File: src/rtl/excUpdatePkg.sv
package excUpdatePkg;

	//////////////////////////////
	// data words
	//////////////////////////////

	// q15 sample word
	typedef logic signed [15:0] word16;
	// q31 accumulator word
	typedef logic signed [31:0] word32;

	// basic operator selection
	typedef enum logic [2:0] {
		opNone,
		opAdd,
		opSub,
		opLAdd,
		opLMult,
		opLMac
	} opcode_t;

	//////////////////////////////
	// block requests and results
	//////////////////////////////

	// a is 32 bits for L_add and L_mac, low half used otherwise
	typedef struct packed {
		opcode_t op;
		word32 a;
		word16 b;
		word32 c;
	} opRequest_t;

	// short for add/sub, long for the 32-bit ops
	typedef struct packed {
		word16 short;
		word32 long;
	} opResult_t;

	// positive count shifts left
	typedef struct packed {
		word32 value;
		logic signed [15:0] count;
	} shiftRequest_t;

	// only the low addrWidth address bits reach the memory
	typedef struct packed {
		logic writeEnable;
		logic [15:0] address;
		word32 data;
	} memRequest_t;

	// half an lsb of the upper word, for round()
	localparam word32 roundBias = 32'sh00008000;

	// per-subframe inputs
	typedef struct packed {
		word16 gainPitch;
		word16 gainCode;
		word16 sharpMin;
		word16 sharpMax;
		logic [15:0] subframeBase;
		logic [15:0] subframeLength;
		logic [15:0] codeBase;
	} codecParams_t;

endpackage
File: src/rtl/basicOps.sv
module basicOps (
	input excUpdatePkg::opRequest_t request,
	output excUpdatePkg::opResult_t result
);
	import excUpdatePkg::*;

	// low half of operand a, used by the 16-bit ops
	word16 shortA;

	//////////////////////////////
	// saturating helpers
	//////////////////////////////

	// 17-bit sum down to q15
	function automatic word16 saturate16(input logic [16:0] wide);
		// overflow when the two top bits disagree
		if (wide[16] != wide[15])
			return wide[16] ? 16'sh8000 : 16'sh7fff;
		return wide[15:0];
	endfunction

	// L_add
	function automatic word32 lAdd(input word32 x, input word32 y);
		logic [32:0] wide;
		wide = {x[31], x} + {y[31], y};
		if (wide[32] != wide[31])
			return wide[32] ? 32'sh80000000 : 32'sh7fffffff;
		return wide[31:0];
	endfunction

	// L_mult, product doubled into q31
	function automatic word32 lMult(input word16 x, input word16 y);
		word32 product;
		product = x * y;
		// -1 * -1 is the only case that overflows
		if (x == 16'sh8000 && y == 16'sh8000)
			return 32'sh7fffffff;
		return product <<< 1;
	endfunction

	assign shortA = request.a[15:0];

	//////////////////////////////
	// opcode decode
	//////////////////////////////

	always_comb
	begin
		// opNone leaves both fields at zero
		result = '0;
		case (request.op)
			opAdd:
				result.short = saturate16({shortA[15], shortA} + {request.b[15], request.b});
			opSub:
				result.short = saturate16({shortA[15], shortA} - {request.b[15], request.b});
			opLAdd:
				result.long = lAdd(request.a, request.c);
			opLMult:
				result.long = lMult(shortA, request.b);
			// accumulator rides on c
			opLMac:
				result.long = lAdd(request.c, lMult(shortA, request.b));
			default:
				result = '0;
		endcase
	end

endmodule

File: config.mk
export PLATFORM = sky130hd
export DESIGN_NAME = basicOps
export DESIGN_NICKNAME = d
export VERILOG_FILES = /design/src/rtl/excUpdatePkg.sv /design/src/rtl/basicOps.sv
export SDC_FILE = /design/constraint.sdc
export NUM_CORES = 1
export LEC_CHECK = 0
export BUFFER_PORTS_ARGS = -buffer_cell sky130_fd_sc_hd__buf_2
export CELL_PAD_IN_SITES_DETAIL_PLACEMENT = 1
export CELL_PAD_IN_SITES_GLOBAL_PLACEMENT = 1
export CORE_UTILIZATION = 45
export DETAILED_ROUTE_END_ITERATION = 16
export PLACE_DENSITY = 0.9
export SYNTH_ARGS = -nofsm -noshare
export SYNTH_HDL_FRONTEND = slang
export SYNTH_SLANG_ARGS = --single-unit
File: constraint.sdc
create_clock -name vclk -period 11.6
set_input_delay 1.74 -clock vclk [all_inputs]
set_output_delay 1.74 -clock vclk [all_outputs]
set_load 0.02 [all_outputs]
=== After elaboration in Yosys (flattened, before gate mapping) ===
Cells that the tools add are included.

* Add/subtract/negate cells: 4
* $mul: 1
* Equal/unequal tests: 11
* Multiplexer cells: 29
* Reductions and logical operators: 1

{| class="wikitable"
|+ Operators by type and width
! operator !! number
|-
| 32-bit two-way mux || 10
|-
| 16-bit two-way mux || 6
|-
| 32-bit one-hot mux with 3 select lines || 1
|-
| 32-bit by 32-bit adder with 33-bit output || 2
|-
| 16-bit equality test, second input constant || 2
|-
| 16-bit one-hot mux with 2 select lines || 1
|-
| 16-bit by 16-bit multiplier with 31-bit output || 1
|-
| 16-bit by 16-bit adder with 17-bit output || 1
|-
| 16-bit by 16-bit subtractor with 17-bit output || 1
|-
| 1-bit two-way mux || 11
|-
| 3-bit by 2-bit equality test with 1-bit output, second input constant || 2
|-
| 3-bit equality test, second input constant || 2
|-
| 1-bit inequality test || 4
|-
| 3-bit by 1-bit equality test with 1-bit output, second input constant || 1
|-
| 1-bit logical AND || 1
|}

* Register bits after elaboration: 0
* Output and inout bits: 48
* Word-level logic and storage cells: 46

=== Longest topological paths before layout ===
Gate-level depths: netlist of the first run.

* Depth in word-level cells: 12
* Mapped depth: 38
* Mapped depth without buffers: 35

=== Least setup slack after synthesis of the first run ===
OpenSTA, ideal clock, no wires.

* Path type: input to output
* Start: input request[40] (netlist bit)
* End: output result[23] (netlist bit)
* Arrival: 9.369 ns
* Data required time: 9.860 ns
* Path slack: 0.491 ns
* Stages: 34
* Cells stage by stage: clkbuf_1 clkbuf_1 nand2_1 fa_1 inv_1 fa_1 inv_1 fa_1 inv_1 fa_1 fa_1 inv_1 fa_1 inv_1 ha_1 nand2_1 or2_2 a41oi_1 a31oi_1 o21ai_0 a21oi_1 xor2_1 nor2b_1 inv_1 ha_1 a2111oi_0 o21ai_0 o32ai_2 a2bb2oi_2 nand2b_1 o221ai_2 clkbuf_2 o21ai_0 nand3b_1

{| class="wikitable"
|+ RTL lines
! item !! RTL line !! RTL
|-
| start: declaration || basicOps.sv:2 || <nowiki>input excUpdatePkg::opRequest_t request,</nowiki>
|-
| end: declaration || basicOps.sv:3 || <nowiki>output excUpdatePkg::opResult_t result</nowiki>
|}

==> results of run 1 <==
[kinds of logic (layout without fill, tap and decap cells)]
logic type      count (synthesis)  in the layout
buf+inv                       427            621
mux                             4              4
other cells                     0              1
xor+xnor                       91             91
simple gates                  595            595
fa+ha+maj                     437            437
compound gates                442            442
[how the worst max path moves through the flow]
stage                     start         end  slack (ns)
CTS                 request[55]  result[14]       0.001
detailed placement  request[58]   result[1]       -0.47
floorplan           request[40]  result[23]        0.49
finish              request[62]  result[11]       -1.29
global route        request[62]  result[11]       -1.48
global placement    request[54]  result[14]       -0.11
[worst max-delay path, delay by kind of cell]
family | cells | cell delay (ns)
muxes | 1 | 0.36
buffers and inverters | 9 | 1.36
adders and majority gates | 8 | 4.09
and+or+nand+nor | 7 | 1.25
AOI/OAI and AO/OA | 11 | 2.32
[layout make-up]
type / instances / area (µm²) / area share (%)
Multi-Input combinational cell: 1569 / 15000 / 78.7
Inverter: 346 / 1300 / 6.84
Timing Repair Buffer: 275 / 2180 / 11.5
Antenna cell: 1 / 2.50 / 0.0131
Tap cell: 455 / 569 / 2.99
[layer usage]
metal  wire length, µm  track usage (%)  vias to the layer above  part of all wire, %
li1                  -                -                     6945                    -
met1             24600             38.8                     8360                   35
met2             33600             60.2                     1114                   47
met3              5980             2.72                      516                  8.4
met4              6830             20.5                        2                  9.6
met5                12                0                        -                0.017
[per-stage QoR]
stage	util (%)	TNS [ns]	worst slack, ns
after detailed placement	50.7	-9.69	-0.473
after global routing	55.1	-37.55	-1.48
after CTS	51.6	0	0.00139
after floorplan	-	0	0.491
final	55.1	-31.45	-1.29
after global placement	50.7	-0.557	-0.114
[cells in the final DEF, fill, tap and decap left out, types with 13 or more instances in the layout]
| master | instances |
|---|---|
| xor2_1 | 29 |
| and2_1 | 119 |
| buf_6 | 42 |
| ha_4 | 20 |
| nor2_1 | 100 |
| a21o_1 | 34 |
| fa_1 | 248 |
| nor3_1 | 19 |
| nor2b_1 | 19 |
| o21ai_1 | 13 |
| o21ai_0 | 108 |
| nand3_1 | 35 |
| o21ai_2 | 19 |
| inv_1 | 337 |
| a21oi_1 | 84 |
| buf_4 | 130 |
| buf_2 | 85 |
| ha_1 | 149 |
| o21a_1 | 21 |
| xnor2_1 | 57 |
| nand4_1 | 17 |
| nand2b_1 | 21 |
| nand2_1 | 183 |
| o21bai_1 | 13 |
[timing repair]
action	CTS	global route
endpoints found under the setup margin	32	32
pin swaps	13	52
gates resized for setup	55	235
gates cloned	0	6
buffers inserted	7	32
==> flow_metrics.tcl, run 1 <==
set metrics [dict create \
    antenna_found_initial 2 \
    drtPass1Iterations 8 \
    violations "setup timing" \
    rsz0062_at_grt "true" \
    clkbuf_count 0 \
    fin_area_um2 19000 \
    nFillCells 4158 \
    drt-total-wl_um 70900 \
    fin_nets 2712 \
    synth_mux_area_share_pct 0.253 \
    vias_per_cell 6.40 \
    cp-start-kind "primary input" \
    die_h_um 189 \
    relSlewSlack_pct 19.4 \
    start_util_pct 45.8 \
    grt_pass1_vias 17700 \
    nFlopsAndLatches 0 \
    min_path_type "primary input to output pin" \
    min_period_over_period_pct 111 \
    synth_cell_type_count 82 \
    required_ns 9.86 \
    placed_cell_area_um2 17500 \
    die_w_um 189 \
    hold_viol 0 \
    synth_top_area_share_pct 32.9 \
    syn_inst 1996 \
    final_cell_count_no_fill 2646 \
    yosys_warnings 0 \
    hold_end "result[47]" \
    core_area_um2 34500 \
    post_drt_wl_per_cell_um 26.8 \
    grt_overflow_total 0 \
    crit_arrival_ns 11.15 \
    first_iter_violations 1513 \
    final-setup-viol-count 32 \
    regArea_um2 0 \
    area_delta_synth_final_pct 20.4 \
    cpMostUsedCell "fa_1" \
    crit_fanout 10 \
    place_inst 2600 \
    hold_depth 3 \
    crit_type "primary input to output pin" \
    post-synth-top-area-cell "fa_1" \
    drc 0 \
    rows 68 \
    dpl.hpwl_um 50200 \
    grt_usage_pct 33.6 \
    ys_top_cells_by_count "inv_1 (346), fa_1 (260), nand2_1 (192)" \
    cp_slowest_cell "fa_1" \
    portBuffers 131 \
    grt_pass1_wl_um 95000 \
    vias 16900 \
    drv_cap 0 \
    slowest_delay_ns 0.91 \
    ctsHoldBuffers 0 \
    fmax_mhz 77.6 \
    syn_area_um2 15800 \
    synth_top_family_by_area "adder cells" \
    synth_fp_nets 2516 \
    grt_max_degree 37 \
    yosys.area_share.simple_pct 18.6 \
    min_from "request[82]" \
    seq_area_frac_synth_pct 0 \
    fin_crit_ns 12.89 \
    synth_xor_area_share_pct 5.04 \
    worst_pin_slew_ns 1.21 \
    drv_slew 0 \
    ant_nets 0 \
    pin_count 131 \
    end_kind "output pin" \
    synth.most_common_cell "inv_1" \
    outcome "finished, violations left" \
    syn_avg_cell_area_um2 7.92 \
    synth.area.top_cells "fa_1 (33%), ha_1 (14%), inv_1 (8.2%), and2_1 (4.8%), nand2_1 (4.6%)" \
    synth-compound-area-share_pct 18.9 \
    place.gp.congestion 0.939 \
    drive_above_1_share_pct 20.3 \
    synth_adder_area_share_pct 46.9 \
    finalWorstSetupSlack_ns -1.29 \
    whs_ns 3.92 \
    die_area_um2 35900 \
]
Power of run 1 is left out: the tool's default activity adds up to more than one toggle a clock period on the data nets, which glitch-free logic cannot reach.
==> run 2, diff against run 1 <==
- clock period: 11.6 -> 16.2 ns (I/O delays scaled with it)
==> run 2 against run 1 <==
Effect of this change:
- global-route usage down 2.1 points
- highest routed layer is now met4
- critical path type unchanged
- core utilization down 6.7 points
- the run now ends clean
- largest cell class unchanged
- non-clock buffer count down 143
- first-iteration DRC count down 42%
- cell area down 12%
==> flow_metrics.tcl, run 2 (synthesis results as in run 1) <==
set metrics [dict create \
    ctsHoldBuffers 0 \
    fin_nets 2569 \
    vias 14900 \
    vias_per_cell 5.96 \
    die_area_um2 35900 \
    hold_viol 0 \
    final_common_cell "inv_1" \
    multi_input_area_um2 14200 \
    drive_above_1_share_pct 8.50 \
    grt_overflow_total 0 \
    cts_setup_buffers 0 \
    fmax_mhz 68.4 \
    crit_start "request[54]" \
    cp_slowest_cell "o221ai_2" \
    grt_pass1_vias 16900 \
    rows 68 \
    crit_type "primary input to output pin" \
    grt_pass1_wl_um 89700 \
    timing.setup.tns_ns 0 \
    place.gp.congestion 0.961 \
    ant_nets 0 \
    first_iter_violations 883 \
    nFlopsAndLatches 0 \
    cp-start-kind "primary input" \
    crit_fanout 28 \
    slowest_delay_ns 0.89 \
    antenna_found_initial 0 \
    required_ns 13.77 \
    cpMostUsedCell "fa_1" \
    start_util_pct 45.8 \
    clkbuf_count 0 \
    relSlewSlack_pct 17.2 \
    crit_path_end "result[26]" \
    pin_count 131 \
    drtPass1Iterations 5 \
    drc 0 \
    core_area_um2 34500 \
    die_w_um 189 \
    dpl.hpwl_um 46300 \
    grt_max_degree 37 \
    rsz0062_at_grt "false" \
    nFillCells 4313 \
    crit_arrival_ns 12.19 \
    drv_slew 0 \
    die_h_um 189 \
    most-common-layout-cells "inv_1 (346), fa_1 (260), nand2_1 (192)" \
    drt-total-wl_um 55200 \
    drv_cap 0 \
    post_drt_wl_per_cell_um 22.0 \
    final-setup-viol-count 0 \
    area_delta_synth_final_pct 5.81 \
    end_kind "output pin" \
    min_path_type "primary input to output pin" \
    outcome "finished clean" \
    grt_usage_pct 31.5 \
    portBuffers 131 \
    postCtsResizedCells 0 \
    regArea_um2 0 \
    worst_pin_slew_ns 1.24 \
    fin_crit_ns 14.62 \
    min_period_over_period_pct 90.3 \
]
## run 2: critical path: cells and delay by family
family / cells / cell delay, ns
AOI/OAI and AO/OA: 13 / 3.95
xor gates and xnor gates: 1 / 0.14
adders and majority gates: 9 / 4.01
buffers and inverters: 7 / 0.96
and+or+nand+nor: 3 / 0.70
## run 2: metrics by stage
step / instances / setup WS (ns) / util (%) / cell area, µm² / hold WS [ns]
finish: 2503 / 1.58 / 48.4 / 16700 / 5.29
global route: 2502 / 0.926 / 48.4 / 16700 / 5.32
CTS: 2502 / 1.73 / 48.4 / 16700 / 5.28
detailed placement: 2502 / 1.78 / 48.4 / 16700 / 5.28
global placement: 2502 / 2.06 / 48.4 / 16700 / 5.26
floorplan: 1996 / 3.71 / - / 15800 / 4.94
## run 2: area by class of cell
cell class | instances | area share, %
Tap cell | 455 | 3.40
Inverter | 346 | 7.76
Timing Repair Buffer | 132 | 3.96
Multi-Input combinational cell | 1569 | 84.9
Antenna cell | 1 | 0.0150
## run 2: metal layers
layer  track usage [%]  up-vias  routed length, µm
met3              2.84      209               2800
li1                  -     6663                  -
met1              35.7     7523              20500
met2              58.5      527              28900
met5                 0        -                  0
met4              15.6        0               3000
## run 2: worst min-delay path by stage
stage,from,to,slack [ns],cells past startpoint
after global routing,request[82],result[47],5.32,3
after CTS,request[82],result[47],5.28,3
after global placement,request[82],result[47],5.26,3
after detailed placement,request[82],result[47],5.28,3
after floorplan,request[82],result[47],4.94,1
final,request[82],result[47],5.29,3
Power of run 2 is left out for the same reason.
