<file path="config.mk">
export PLATFORM = sky130hd
export DESIGN_NAME = longShifter
export DESIGN_NICKNAME = d
export VERILOG_FILES = /design/src/rtl/excUpdatePkg.sv /design/src/rtl/longShifter.sv
export SDC_FILE = /design/constraint.sdc
export NUM_CORES = 1
export LEC_CHECK = 0
export ABC_AREA = 1
export BUFFER_PORTS_ARGS = -buffer_cell sky130_fd_sc_hd__buf_2
export CORE_MARGIN = 5
export CORE_UTILIZATION = 50
export CTS_CLUSTER_DIAMETER = 150
export CTS_CLUSTER_SIZE = 20
export DETAILED_ROUTE_END_ITERATION = 6
export PLACE_DENSITY = 0.74
export SLEW_MARGIN = 20
export SYNTH_ARGS = -nofsm -noshare
export SYNTH_HDL_FRONTEND = slang
export SYNTH_SLANG_ARGS = --single-unit
</file>
<file path="constraint.sdc">
create_clock -name clock -period 4.56 [get_ports clock]
set_clock_uncertainty 0.05 [all_clocks]
set_input_delay 0 -clock clock [delete_from_list [all_inputs] [get_ports clock]]
set_output_delay 0 -clock clock [all_outputs]
set_load 0.005 [all_outputs]
</file>
<file path="src/rtl/excUpdatePkg.sv">
package excUpdatePkg;

	//////////////////////////////
	// data words
	//////////////////////////////

	// q15 sample word
	typedef logic signed [15:0] word16;
	// q31 accumulator word
	typedef logic signed [31:0] word32;

	// basic operator selection
	typedef enum logic [2:0] {
		opNone,
		opAdd,
		opSub,
		opLAdd,
		opLMult,
		opLMac
	} opcode_t;

	//////////////////////////////
	// block requests and results
	//////////////////////////////

	// a is 32 bits for L_add and L_mac, low half used otherwise
	typedef struct packed {
		opcode_t op;
		word32 a;
		word16 b;
		word32 c;
	} opRequest_t;

	// short for add/sub, long for the 32-bit ops
	typedef struct packed {
		word16 short;
		word32 long;
	} opResult_t;

	// positive count shifts left
	typedef struct packed {
		word32 value;
		logic signed [15:0] count;
	} shiftRequest_t;

	// only the low addrWidth address bits reach the memory
	typedef struct packed {
		logic writeEnable;
		logic [15:0] address;
		word32 data;
	} memRequest_t;

	// half an lsb of the upper word, for round()
	localparam word32 roundBias = 32'sh00008000;

	// per-subframe inputs
	typedef struct packed {
		word16 gainPitch;
		word16 gainCode;
		word16 sharpMin;
		word16 sharpMax;
		logic [15:0] subframeBase;
		logic [15:0] subframeLength;
		logic [15:0] codeBase;
	} codecParams_t;

endpackage
</file>
<file path="src/rtl/longShifter.sv">
module longShifter (
	input logic clock,
	input logic reset,
	input logic ready,
	input excUpdatePkg::shiftRequest_t request,
	output logic done,
	output excUpdatePkg::word32 result
);
	import excUpdatePkg::*;

	logic active;
	logic shiftLeft;
	// shift positions still to apply
	logic [15:0] remaining;
	word32 value;
	word32 stepped;

	// one position, left saturates on overflow
	function automatic word32 shiftOnce(input word32 v, input logic left);
		if (!left)
			return v >>> 1;
		if (v[31] != v[30])
			return v[31] ? 32'sh80000000 : 32'sh7fffffff;
		return v <<< 1;
	endfunction

	assign stepped = shiftOnce(value, shiftLeft);

	// last position is applied on the done cycle itself
	assign done = active && (remaining <= 16'd1);
	assign result = (remaining == 16'd0) ? value : stepped;

	always_ff @(posedge clock)
	begin
		if (reset)
			active <= 1'b0;
		else if (!active)
			active <= ready;
		else if (done)
			active <= 1'b0;
	end

	// request latched while idle, then stepped once per cycle
	always_ff @(posedge clock)
	begin
		if (!active && ready)
		begin
			value <= request.value;
			shiftLeft <= !request.count[15];
			remaining <= request.count[15] ? 16'(-request.count) : request.count;
		end
		else if (active && remaining > 16'd1)
		begin
			value <= stepped;
			remaining <= remaining - 16'd1;
		end
	end

endmodule

</file>
### Word-level counts from Yosys, hierarchy flattened

Cells that the tools add are included.

| cells by class | value |
|---|---|
| add/sub/neg operators | 2 |
| multipliers | 0 |
| divide/modulo/power cells | 0 |
| magnitude comparators | 2 |
| equality and inequality tests | 1 |
| shift operators | 0 |
| muxes and demuxes | 15 |
| bitwise operators | 0 |
| reduce and logical (&&, ||, !) cells | 7 |

Operators with widths:

| operator | number |
|---|---|
| 32-bit two-way mux | 8 |
| 16-bit two-way mux | 3 |
| 16-bit by 1-bit > comparator with 1-bit output (second input constant) | 1 |
| 16-bit by 1-bit less-or-equal comparator with 1-bit output (second input constant) | 1 |
| 16-bit zero test | 1 |
| 16-bit negator | 1 |
| 16-bit by 1-bit subtractor with 16-bit output (second input constant) | 1 |
| 1-bit two-way mux | 4 |
| 1-bit logical AND | 3 |
| 1-bit zero test | 2 |
| 2-bit nonzero test | 1 |
| 1-bit inequality test | 1 |

| word-level totals | value |
|---|---|
| bits in registers | 50 |
| bits in latches | 0 |
| memory bits (writable) | 0 |
| memory bits (read-only) | 0 |
| output and inout port bits | 33 |
| memories | 0 |

### Longest topological paths before layout

Gate-level depths: netlist (run 1).

| depth | value |
|---|---|
| depth after elaboration | 7 |
| depth in mapped cells | 9 |

### Least setup slack after synthesis (run 1)

Ideal clock, no wire load.

| path | value |
|---|---|
| path kind | reg2reg |
| from | register remaining[0] |
| to | register remaining[0] (enable) |
| library setup time | 454 ps |
| arrival | 3003 ps |
| required time | 4056 ps |
| slack | 1053 ps |
| cell stages (with the launch flop) | 8 |
| path buffers | 0 |
| period minus slack after synthesis | 3507 ps |
| path through | edfxtp_1 > inv_1 > ha_1 > nand2_4 > nand2_1 > nand4_1 > inv_1 > nor2_1 |

| between the ends | value |
|---|---|
| longest elaborated chain between the ends | 3 |

Ends and longest elaborated chain:

| element | line | text |
|---|---|---|
| start: declaration | longShifter.sv:14 | `logic [15:0] remaining;` |
| start signal: assignment | longShifter.sv:50 | `remaining <= request.count[15] ? 16'(-request.count) : request.count;` |
| start signal: assignment | longShifter.sv:55 | `remaining <= remaining - 16'd1;` |
| 16-bit by 1-bit > comparator with 1-bit output | longShifter.sv:52 | `else if (active && remaining > 16'd1)` |
| 1-bit logical AND | longShifter.sv:52 |  |
| 2-bit nonzero test (no line) | - |  |

Every way passes these cells.
A chain may end at the register's enable or synchronous reset.

### Worst setup path in the final report (run 1)

| path | value |
|---|---|
| from | register remaining[0] |
| to | output result[1] |

| between the ends | value |
|---|---|
| longest elaborated chain between the ends | 2 |

Ends and longest elaborated chain:

| element | line | text |
|---|---|---|
| 16-bit zero test | longShifter.sv:31 | `assign result = (remaining == 16'd0) ? value : stepped;` |
| 32-bit two-way mux | longShifter.sv:31 |  |
| end: declaration | longShifter.sv:7 | `output excUpdatePkg::word32 result` |

Every way passes these cells.

==> results.md, run 1 <==
- The number of cells in the finished layout apart from fillers is around 750.
- The count of cell types in the netlist is 31.
- The post-synthesis sequential area ratio is 0.374.
- The post-CTS clock slew at the launch and capture registers of the worst setup and hold paths is about 90 ps.
- The signal arrival time at the worst endpoint is 2720 ps.
- The final period demand of the worst path is 2770 ps.
- The analysis attributes to cell leakage a power of about 2.4 nW.
- The floorplan step set the die height to around 99 um.
- The via count of the first global-routing pass is approximately 3,600.
- Counting every net in the synthesized netlist gives approximately 600.
- The final worst-path setup slack is approximately 1800 ps.
- STA puts the critical path data required time at 4510 ps.
- The number of hold buffers added after CTS is 33.
- The fraction of synthesis flops using an asynchronous set or reset pin is 0.
- The path with the worst hold slack has its endpoint at active$_SDFF_PP0_.
- The number of setup buffers added after CTS is 0.
- The share of synthesized area in the top cell type comes to 0.369.
- The setup TNS is 0 ps.
- The clock root buffer master is clkbuf_8.
- The number of DRC markers in iteration 0 is ~200.
- Counting tap cells, the placed design contains a total of 710 instances.
- Synthesis produced a netlist whose cell count is ~550.
- At the later pin of the worst-skew pair, clock insertion delay measures between 300 and 400 ps.
- The number of gates resized after CTS was 0.
- The wire length of the first global-routing pass is 15.8 mm.
- The area of the die is 9850 um^2.
- The count of port buffers added during placement is between 80 and 90.
- The number of inserted diodes is 0.
- The startpoint type of the worst setup path is a flop.
- The fmax is 361 MHz.
- The routed wirelength normalized by instance count is about 13 um.
- The count of cells along the worst register-to-register path is 8.
- Summing every instance area after synthesis gives between 3000 and 4000 um^2.
- The number of nets in the finished design is around 700.
- The post-DP HPWL is 6.68 mm.
- The global routing usage summed across all routing layers is 0.190.
- The pre-antenna-repair detailed-routing pass consisted of 5 iterations.
- The most common flop cell mapped by yosys is edfxtp_1.
- The final hold violation count is 0.
- The max-slew headroom at the worst pin is 0.299.
- The count of final setup violators is 0.
- In the routed layout, each cell is associated on average with a via count of about 5.2.
- The top cell type by total area after synthesis is edfxtp_1.
- In this run the cell area measured after placement is around 4400 um^2.
- In this run the deepest clock path goes through 2 buffers.
- In the final layout, the share of cells above drive strength 1 is 0.257.
- The post-route clock period utilization is 0.608.
- The source of the worst hold timing path is ready.
- The width of the die is between 90 and 100 um.
- The clock net in this run drives a total of 50 sinks.
- The number of placed I/O pins is 84.
- IR analysis of the VDD net gives a maximum drop of around 140 uV.
- Of all nets on the critical path, the largest fanout is slightly above 60.
- In this run the critical register-to-register path is launched from remaining[0]$_DFFE_PP_.
- The cell area power density is 313 nW/um^2.
- The pin count of the biggest net entering global routing is a little over 60.
- The synthesis warning total is 0.
- By startpoint and endpoint, the worst setup path is classified as reg -> out.
- Yosys instantiated no cell more often than nand2_1.
- The starting utilization of the core area is 0.515.
- The total overflow left after global routing is 0.
- The via count of the routed design is 3,881.
- The flow ran to the end, and the final reports show no timing, DRC or antenna violations.
- After synthesis, the cell types taking the most area are edfxtp_1 (37%), nand2_1 (18%), o21ai_2 (6.6%).
- The initial antenna violation count came to 0.
- The signed area change from the synthesized netlist to the final layout is 22.0%.
- The layout has 709 filler cells.
- The total CTS buffers is 5.
- In this run the critical register-to-register path is captured at value[8]$_DFFE_PP_.
- The post-synthesis area per instance is roughly 7.3 um^2.
- The floorplan has 32 rows.
- Yosys mapped a number of flops with a built-in enable equal to between 40 and 50.
- The power consumption is ~1.5 mW.
- TritonCTS built the clock tree.
- Setup repair after global routing left no endpoint under its margin.
- The post-route standard cell area excluding fillers is between 4000 and 5000 um^2.
- For this run, design rule violations remaining after detail routing come to 0.
- Along the worst hold path, the cell count comes to 3.
- The worst setup slack before clock tree synthesis is 1970 ps.
- In this run the worst hold path is classified as in -> reg.
- The slew at the pin closest to its max-slew limit is 1050 ps.
- Sorting the synthesized cells by how often they occur yields nand2_1 (192), inv_1 (65), edfxtp_1 (49), nor2_1 (36), nand2_2 (31).
- The final antenna-violating net count is 0.
- The floorplan core area is 7730 um^2.
- The max-cap check violation count is 0.
- The flip-flop and latch count after synthesis is 50.
- The final count of pins violating max slew is 0.
- STA classifies the critical path endpoint as a primary output.
- The H-tree generated during clock tree synthesis spans 2 levels.
- The congestion estimate from routability-driven global placement came to around 0.86.
- The post-layout utilization of the core is 0.629.
- The final-layout worst hold slack is about 8.6 ps.
- The sum of routed wire length over all layers is 9.52 mm.
- The slack of the worst reg-to-reg path is 2040 ps.
==> worst max-delay path: stages, from the launching register on <==
cell and delay (ps):
edfxtp_1 400, inv_1 120, ha_1 260, nand2_4 110
nor2_8 150, nand3_4 740, o21ai_2 450, buf_2 170
==> per-layer routing <==
metal | up-vias | global-route usage | routed length [um]
met5 | - | 0 | 0
met4 | 0 | 0.0557 | 106
met3 | 8 | 0.0273 | 575
met2 | 107 | 0.333 | 4590
met1 | 1786 | 0.244 | 4250
li1 | 1980 | - | -
==> state kept, by name (all words and copies together), names as in the netlist <==
register	flops
value	32
shiftLeft	1
active	1
remaining	16
==> kinds of logic (layout without fill, tap and decap cells) <==
family                   after synthesis  in the layout  share of synthesized area
AO/OA/AOI/OAI                         93             93                      0.167
AND/OR/NAND/NOR                      303            303                      0.335
buffers and inverters                 95            196                      0.104
XOR/XNOR                               3              3                    0.00660
flip-flops                            50             50                      0.374
adder cells (fa/ha/maj)                4              4                     0.0126
==> final cells by class <==
type / instances / area, um^2 / area share
clock inverter: 3 / 47.5 / 0.00979
sequential: 50 / 1490 / 0.307
inverter: 68 / 255 / 0.0525
clock buffer: 5 / 68.8 / 0.0142
multi-input combinational: 403 / 2090 / 0.431
tap: 102 / 128 / 0.0263
timing repair buffer: 120 / 776 / 0.160
==> worst max-delay path by stage <==
stage,to,slack [ps],start,cells after the start
3_5_place_dp,remaining[8]$_DFFE_PP_,1970,remaining[0]$_DFFE_PP_,8
4_1_cts,result[1],1780,remaining[0]$_DFFE_PP_,7
2_1_floorplan,remaining[0]$_DFFE_PP_,1050,remaining[0]$_DFFE_PP_,7
3_3_place_gp,value[14]$_DFFE_PP_,1940,shiftLeft$_DFFE_PP_,5
6_report,result[1],1790,remaining[0]$_DFFE_PP_,7
5_1_grt,result[1],1610,remaining[0]$_DFFE_PP_,7
==> where the power goes <==
| group | internal [mW] | switching, mW |
|---|---|---|
| logic | 0.220 | 0.339 |
| registers | 0.598 | 0.0434 |
| clock network | 0.166 | 0.155 |
==> cells in the final DEF, fill, tap and decap left out, types with 4 or more instances in the layout <==
master           n
a21oi_1          9
a22oi_1         30
buf_2           83
buf_4            4
clkbuf_8         5
dlygate4sd3_1   33
edfxtp_1        49
ha_1             4
inv_1           65
nand2_1        192
nand2_2         31
nand3_1         25
nand4_1          7
nor2_1          34
nor2_4           4
nor3_1           4
o21ai_0         19
o21ai_1          4
o21ai_2         30
Power figures use the tool's default switching activity.
==> inputs of run 2 (changes only) <==
--- a/config.mk
+++ b/config.mk
@@ -12,7 +12,7 @@
 export CTS_CLUSTER_DIAMETER = 150
 export CTS_CLUSTER_SIZE = 20
 export DETAILED_ROUTE_END_ITERATION = 6
-export PLACE_DENSITY = 0.74
+export PLACE_DENSITY = 0.77
 export SLEW_MARGIN = 20
 export SYNTH_ARGS = -nofsm -noshare
 export SYNTH_HDL_FRONTEND = slang
==> constraint.sdc (replaced) <==
create_clock -name clock -period 2.45 [get_ports clock]
set_clock_uncertainty 0.05 [all_clocks]
set_input_delay 0 -clock clock [delete_from_list [all_inputs] [get_ports clock]]
set_output_delay 0 -clock clock [all_outputs]
set_load 0.005 [all_outputs]
==> results.md, run 2 (synthesis results as in run 1) <==
- Result of the run: completed (unchanged).
- The source of the worst hold timing path is request[13] (was ready).
- The setup TNS was 0 ps (unchanged).
- The critical-path cell with the highest stage delay is edfxtp_1 (was nand3_4).
- The via count of the first global-routing pass came to 3,741 (was 3,616).
- The type of the worst setup path was reg -> out (unchanged).
- The total CTS buffers came to 5 (unchanged).
- The signed area change from the synthesized netlist to the final layout was 24.3% (was 22.0%).
- The number of clock sinks is 50 (unchanged).
- The number of placed I/O pins is 84 (unchanged).
- The classification of the worst-slack hold path is in -> reg (unchanged).
- The critical register-to-register path endpoint was active$_SDFF_PP0_ (was value[8]$_DFFE_PP_).
- The number of buffers and inverters on the critical path came to 3 (was 2).
- The number of optimization iterations in the first detailed-route pass was 4 (was 5).
- The global routing usage summed across all routing layers came to 0.199 (was 0.190).
- The area of the die came to 9850 um^2 (unchanged).
- The routed wirelength normalized by instance count is 12.6 um (was 12.7 um).
- The floorplan core area came to 7730 um^2 (unchanged).
- The total placed instance area is 4500 um^2 (was 4410 um^2).
- The post-CTS clock slew at the launch and capture registers of the worst setup and hold paths is 100 ps (was 90 ps).
- The max-cap check violation count is 0 (unchanged).
- The max-slew headroom at the worst pin was 0.664 (was 0.299).
- The clock root buffer master is clkbuf_8 (unchanged).
- The number of nets in the finished design is 713 (was 703).
- The largest fanout on the critical path is 19 (was 61).
- The post-route clock period utilization is 0.854.
- The slack of the worst reg-to-reg path was 530 ps (was 2040 ps).
- The endpoint with the worst hold slack is remaining[13]$_DFFE_PP_ (was active$_SDFF_PP0_).
- The cell area power density is 573 nW/um^2 (was 313 nW/um^2).
- Setup repair after global routing missed its margin: no (unchanged).
- Top flop regs: value (32), remaining (16) (unchanged).
- The final count of pins violating max slew came to 0 (unchanged).
- The register containing the most flip-flops in the final layout is value (unchanged).
- The cell family contributing the most delay on the critical path is buffers and inverters (was simple AND/OR/NAND/NOR gates).
- The critical path's largest stage delay came to 420 ps (was 740 ps).
- The sum of overflow across all layers after global routing is 0 (unchanged).
- The number of inserted diodes is 0 (unchanged).
- The element type at the critical path end was a primary output (unchanged).
- The pin count of the biggest net entering global routing is 62 (unchanged).
- The final hold violation count is 0 (unchanged).
- The flip-flop count of the largest register, all copies and words added is 32 (unchanged).
- The clock latency of the later-clocked register in the worst-skew pair was 300 ps (was 320 ps).
- The initial antenna violation count was 0 (unchanged).
- The startpoint of the worst-slack reg-to-reg timing path is remaining[0]$_DFFE_PP_ (unchanged).
- The fmax is 478 MHz.
- The signal arrival time at the worst endpoint came to 2040 ps (was 2720 ps).
- The sum of routed wire length over all layers is 9.60 mm (was 9.52 mm).
- The count of final setup violators was 0 (unchanged).
- The number of levels the H-tree was split into came to 2 (unchanged).
- Commonest cells after routing, fill and taps aside: nand2_1 (192), buf_2 (83), inv_1 (65) (unchanged).
- Cell-by-cell listing of the critical path: inv_1 -> ha_1 -> nor2_1 -> nor2_2 -> buf_4 -> a22oi_1 -> nand2_2 -> o21ai_2 -> buf_2 (was inv_1 -> ha_1 -> nand2_4 -> nor2_8 -> nand3_4 -> o21ai_2 -> buf_2).
- The final antenna-violating net count is 0 (unchanged).
- The number of buffers inserted by post-CTS setup repair was 0 (unchanged).
- The most common library cell in the layout ignoring fill and taps was nand2_1 (unchanged).
- The starting utilization of the core area is 0.515 (unchanged).
- The slew at the pin closest to its max-slew limit is 500 ps (was 1050 ps).
- The peak supply drop is 369 uV (was 135 uV).
- The die height is 99.2 um (unchanged).
- The number of gates resized after cts is 0 (unchanged).
- The number of DRC markers in iteration 0 is 195 (was 202).
- The static leakage power is 2.50 nW (was 2.44 nW).
- The wire length of the first global-routing pass was 16.3 mm (was 15.8 mm).
- The count of port buffers added during placement is 83 (unchanged).
- The startpoint type of the worst setup path is a flop (unchanged).
- The maximum number of buffers from clock root to sink came to 2 (unchanged).
- The count of cells along the worst hold path was 4 (was 3).
- The row count is 32 (unchanged).
- The clock period could shrink to approximately 2100 ps.
- The share of cells above drive strength 1 is 0.267 (was 0.257).
- The count of cells along the worst register-to-register path is 8 (unchanged).
- The post-DP HPWL is 7.08 mm (was 6.68 mm).
- The total number of cells along the worst setup path is 9 (was 7).
- The TritonCTS clock tree is built (unchanged).
- The post-route standard cell area excluding fillers is 4950 um^2 (was 4860 um^2).
- The vias per cell was 5.04 (was 5.17).
- The number of design rule violations left after detail routing was 0 (unchanged).
- The width of the die came to 99.2 um (unchanged).
- The via count of the routed design is 3,834 (was 3,881).
- The required time at the worst-slack endpoint is 2400 ps (was 4510 ps).
- The number of hold buffers added after CTS is 34 (was 33).
- The weighted congestion at the end of routability-driven global placement is 0.844 (was 0.864).
[run 2: area by class of cell]
| class | count | area (um^2) |
|---|---|---|
| clock inverter | 3 | 43.8 |
| fill | 680 | 2780 |
| clock buffer | 5 | 68.8 |
| multi-input combinational | 403 | 2090 |
| tap | 102 | 128 |
| inverter | 68 | 255 |
| sequential | 50 | 1490 |
| timing repair buffer | 130 | 878 |
[run 2: where the power goes]
group | switching, mW | internal [mW]
Sequential | 0.0797 | 1.11
Combinational | 0.630 | 0.433
Clock | 0.278 | 0.306
Total | 0.987 | 1.85
[run 2: how the worst max path moves through the flow]
stage | start | endpoint | slack, ps
finish | value[31]$_DFFE_PP_ | result[27] | 360
detailed placement | remaining[0]$_DFFE_PP_ | value[3]$_DFFE_PP_ | 550
global route | value[31]$_DFFE_PP_ | result[5] | 190
CTS | value[31]$_DFFE_PP_ | result[27] | 340
global placement | remaining[0]$_DFFE_PP_ | value[6]$_DFFE_PP_ | 600
floorplan | remaining[0]$_DFFE_PP_ | remaining[0]$_DFFE_PP_ | 280
[run 2: through the flow]
stage	power [mW]	cells	hold WS, ps	setup WS [ps]	utilization
floorplan	1.91	548	29.3	277	-
global placement	2.20	719	123	605	0.582
detailed placement	2.23	719	124	553	0.582
CTS	2.86	761	26.5	338	0.641
global route	3.05	761	59.5	189	0.641
finish	2.84	761	38.1	358	0.641
[run 2: metal layers]
layer,share of wire,vias up,global-route usage
li1,-,2007,-
met1,0.42,1699,0.242
met2,0.49,112,0.352
met3,0.062,16,0.0330
met4,0.022,0,0.0725
met5,0,-,0
[run 2: worst reg2reg max path, cell delays in order, from the launching register on]
cell	delay (ps)
edfxtp_1	400
inv_1	120
ha_1	270
nand2_4	110
nand2_1	70
nand4_1	80
inv_1	120
nor3_1	60
dlygate4sd3_1	550
==> inputs of run 3 (changes only) <==
==> constraint.sdc (replaced) <==
create_clock -name clock -period 2.45 [get_ports clock]
set_clock_uncertainty 0.05 [all_clocks]
set_input_delay 0.3675 -clock clock [delete_from_list [all_inputs] [get_ports clock]]
set_output_delay 0.3675 -clock clock [all_outputs]
set_load 0.005 [all_outputs]
==> results.md, run 3 (synthesis results as in run 1) <==
- The max-slew headroom at the worst pin is 0.672 (was 0.664).
- The register containing the most flip-flops in the final layout is value (unchanged).
- The critical-path cell with the highest stage delay is edfxtp_1 (unchanged).
- The wire length of the first global-routing pass is 16.4 mm (was 16.3 mm).
- The sum of routed wire length over all layers is 10.5 mm (was 9.60 mm).
- The global routing usage summed across all routing layers was 0.201 (was 0.199).
- The startpoint type of the worst setup path is a flop (unchanged).
- The most common library cell in the layout ignoring fill and taps is nand2_1 (unchanged).
- The critical path's largest stage delay was 480 ps (was 420 ps).
- The signed area change from the synthesized netlist to the final layout is 21.8% (was 24.3%).
- The total number of cells along the worst setup path is 9 (unchanged).
- The pin count of the biggest net entering global routing is 62 (unchanged).
- The number of design rule violations left after detail routing is 0 (unchanged).
- The worst setup slack before clock tree synthesis is -203 ps (was 553 ps).
- The final hold violation count is 0 (unchanged).
- The peak supply drop is 252 uV (was 369 uV).
- The number of DRC markers in iteration 0 was 251 (was 195).
- Result of the run: completed (unchanged).
- The weighted congestion at the end of routability-driven global placement was 0.871 (was 0.844).
- The count of cells along the worst register-to-register path is 9 (was 8).
- The cell area power density is 585 nW/um^2 (was 573 nW/um^2).
- The number of clock sinks came to 50 (unchanged).
- The initial antenna violation count was 0 (unchanged).
- The number of levels the H-tree was split into is 2 (unchanged).
- The type of the worst setup path is reg -> out (unchanged).
- The clock latency of the later-clocked register in the worst-skew pair is 300 ps (about the same).
- The clock root buffer master was clkbuf_8 (unchanged).
- Cell-by-cell listing of the critical path: inv_2 -> ha_4 -> nor2_4 -> nor2_4 -> buf_12 -> a22oi_2 -> nand2_2 -> o21ai_2 -> buf_2 (was inv_1 -> ha_1 -> nor2_1 -> nor2_2 -> buf_4 -> a22oi_1 -> nand2_2 -> o21ai_2 -> buf_2).
- The final antenna-violating net count was 0 (unchanged).
- The static leakage power is 2.38 nW (was 2.50 nW).
- The source of the worst hold timing path is reset (was request[13]).
- The signal arrival time at the worst endpoint is 2010 ps (was 2040 ps).
- The source of the critical timing path is value[31]$_DFFE_PP_ (unchanged).
- The end point of the critical path is result[29] (was result[27]).
- Commonest cells after routing, fill and taps aside: nand2_1 (192), buf_2 (83), inv_1 (63) (was nand2_1 (192), buf_2 (83), inv_1 (65)).
- The area of the die is 9850 um^2 (unchanged).
- The power consumption is 2.84 mW (about the same).
- The count of port buffers added during placement was 83 (unchanged).
- The startpoint of the worst-slack reg-to-reg timing path is value[31]$_DFFE_PP_ (was remaining[0]$_DFFE_PP_).
- The element type at the critical path end is a primary output (unchanged).
- The critical register-to-register path endpoint is value[29]$_DFFE_PP_ (was active$_SDFF_PP0_).
- The max-cap check violation count was 0 (unchanged).
- The maximum number of buffers from clock root to sink was 2 (unchanged).
- The cell family contributing the most delay on the critical path was flip-flops (was buffers and inverters).
- The via count of the first global-routing pass was 3,625 (was 3,741).
- The final count of pins violating max slew is 0 (unchanged).
- The number of buffers and inverters on the critical path came to 3 (unchanged).
- The most numerous cell on the critical path is nor2_4.
- The TritonCTS clock tree is built (unchanged).
- The slack of the worst reg-to-reg path is 600 ps (was 530 ps).
- The floorplan core area is 7730 um^2 (unchanged).
- The largest fanout on the critical path is 15 (was 19).
- The total CTS buffers came to 5 (unchanged).
- The classification of the worst-slack hold path is in -> reg (unchanged).
- The post-route clock period utilization is 0.991 (was 0.854).
- The total instance count after detailed placement is 714 (was 719).
- The total placed instance area is 4460 um^2 (was 4500 um^2).
- The post-route standard cell area excluding fillers is 4850 um^2 (was 4950 um^2).
- The row count is 32 (unchanged).
- The final period demand of the worst path is 2430 ps (was 2090 ps).
- The width of the die was 99.2 um (unchanged).
- The number of hold buffers added after CTS is 0 (was 34).
- The number of optimization iterations in the first detailed-route pass is 4 (unchanged).
- The final worst-path setup slack is 21.7 ps (was 358 ps).
- The count of final setup violators is 0 (unchanged).
- The required time at the worst-slack endpoint is 2030 ps (was 2400 ps).
- The via count of the routed design is 3,883 (was 3,834).
- The fmax is 412 MHz (was 478 MHz).
- The post-DP HPWL is 7.03 mm (was 7.08 mm).
- The final-layout worst hold slack is 165 ps (was 38.1 ps).
- The routed wirelength normalized by instance count is 14.4 um (was 12.6 um).
- The slew at the pin closest to its max-slew limit is 492 ps (was 500 ps).
- The number of placed I/O pins was 84 (unchanged).
- The vias per cell is 5.33 (was 5.04).
- The number of inserted diodes is 0 (unchanged).
- The flip-flop count of the largest register, all copies and words added is 32 (unchanged).
- The number of nets in the finished design is 681 (was 713).
- The starting utilization of the core area is 0.515 (unchanged).
- The share of cells above drive strength 1 was 0.335 (was 0.267).
- The post-layout utilization of the core is 0.628 (was 0.641).
- Top flop regs: value (32), remaining (16) (unchanged).
- The number of cells in the finished layout apart from fillers is 729 (was 761).
- The setup TNS is 0 ps (unchanged).
- The sum of overflow across all layers after global routing is 0 (unchanged).
- The post-CTS clock slew at the launch and capture registers of the worst setup and hold paths is 90 ps (was 100 ps).
- The die height is 99.2 um (unchanged).
## run 3: area by class of cell
class	count	area, um^2
tap	102	128
timing repair buffer	97	612
clock inverter	3	11.3
sequential	50	1490
fill	665	2880
inverter	68	255
clock buffer	5	68.8
multi-input combinational	404	2290
## run 3: worst min-delay path by stage
stage,end,cells after the start,slack (ps)
floorplan,active$_SDFF_PP0_,1,400
global placement,active$_SDFF_PP0_,2,490
detailed placement,active$_SDFF_PP0_,2,490
CTS,active$_SDFF_PP0_,2,160
global route,active$_SDFF_PP0_,2,170
finish,active$_SDFF_PP0_,2,160
## run 3: power breakdown
group | switching [mW] | leakage (nW) | internal [mW]
logic | 0.709 | 1.83 | 0.472
registers | 0.0851 | 0.507 | 1.11
clock network | 0.267 | 0.0407 | 0.191
## run 3: what timing repair did
action,4_1_cts,5_1_grt
pin swaps,1,4
buffers inserted,0,4
cloned,1,2
setup endpoints to repair,30,31
gates resized for setup,5,39
## run 3: per-layer routing
layer / GRT usage / up-vias / wire, um
met5: 0 / - / 0
met4: 0.0599 / 0 / 216
met3: 0.0386 / 18 / 699
met2: 0.335 / 131 / 5170
met1: 0.265 / 1788 / 4440
li1: - / 1946 / -
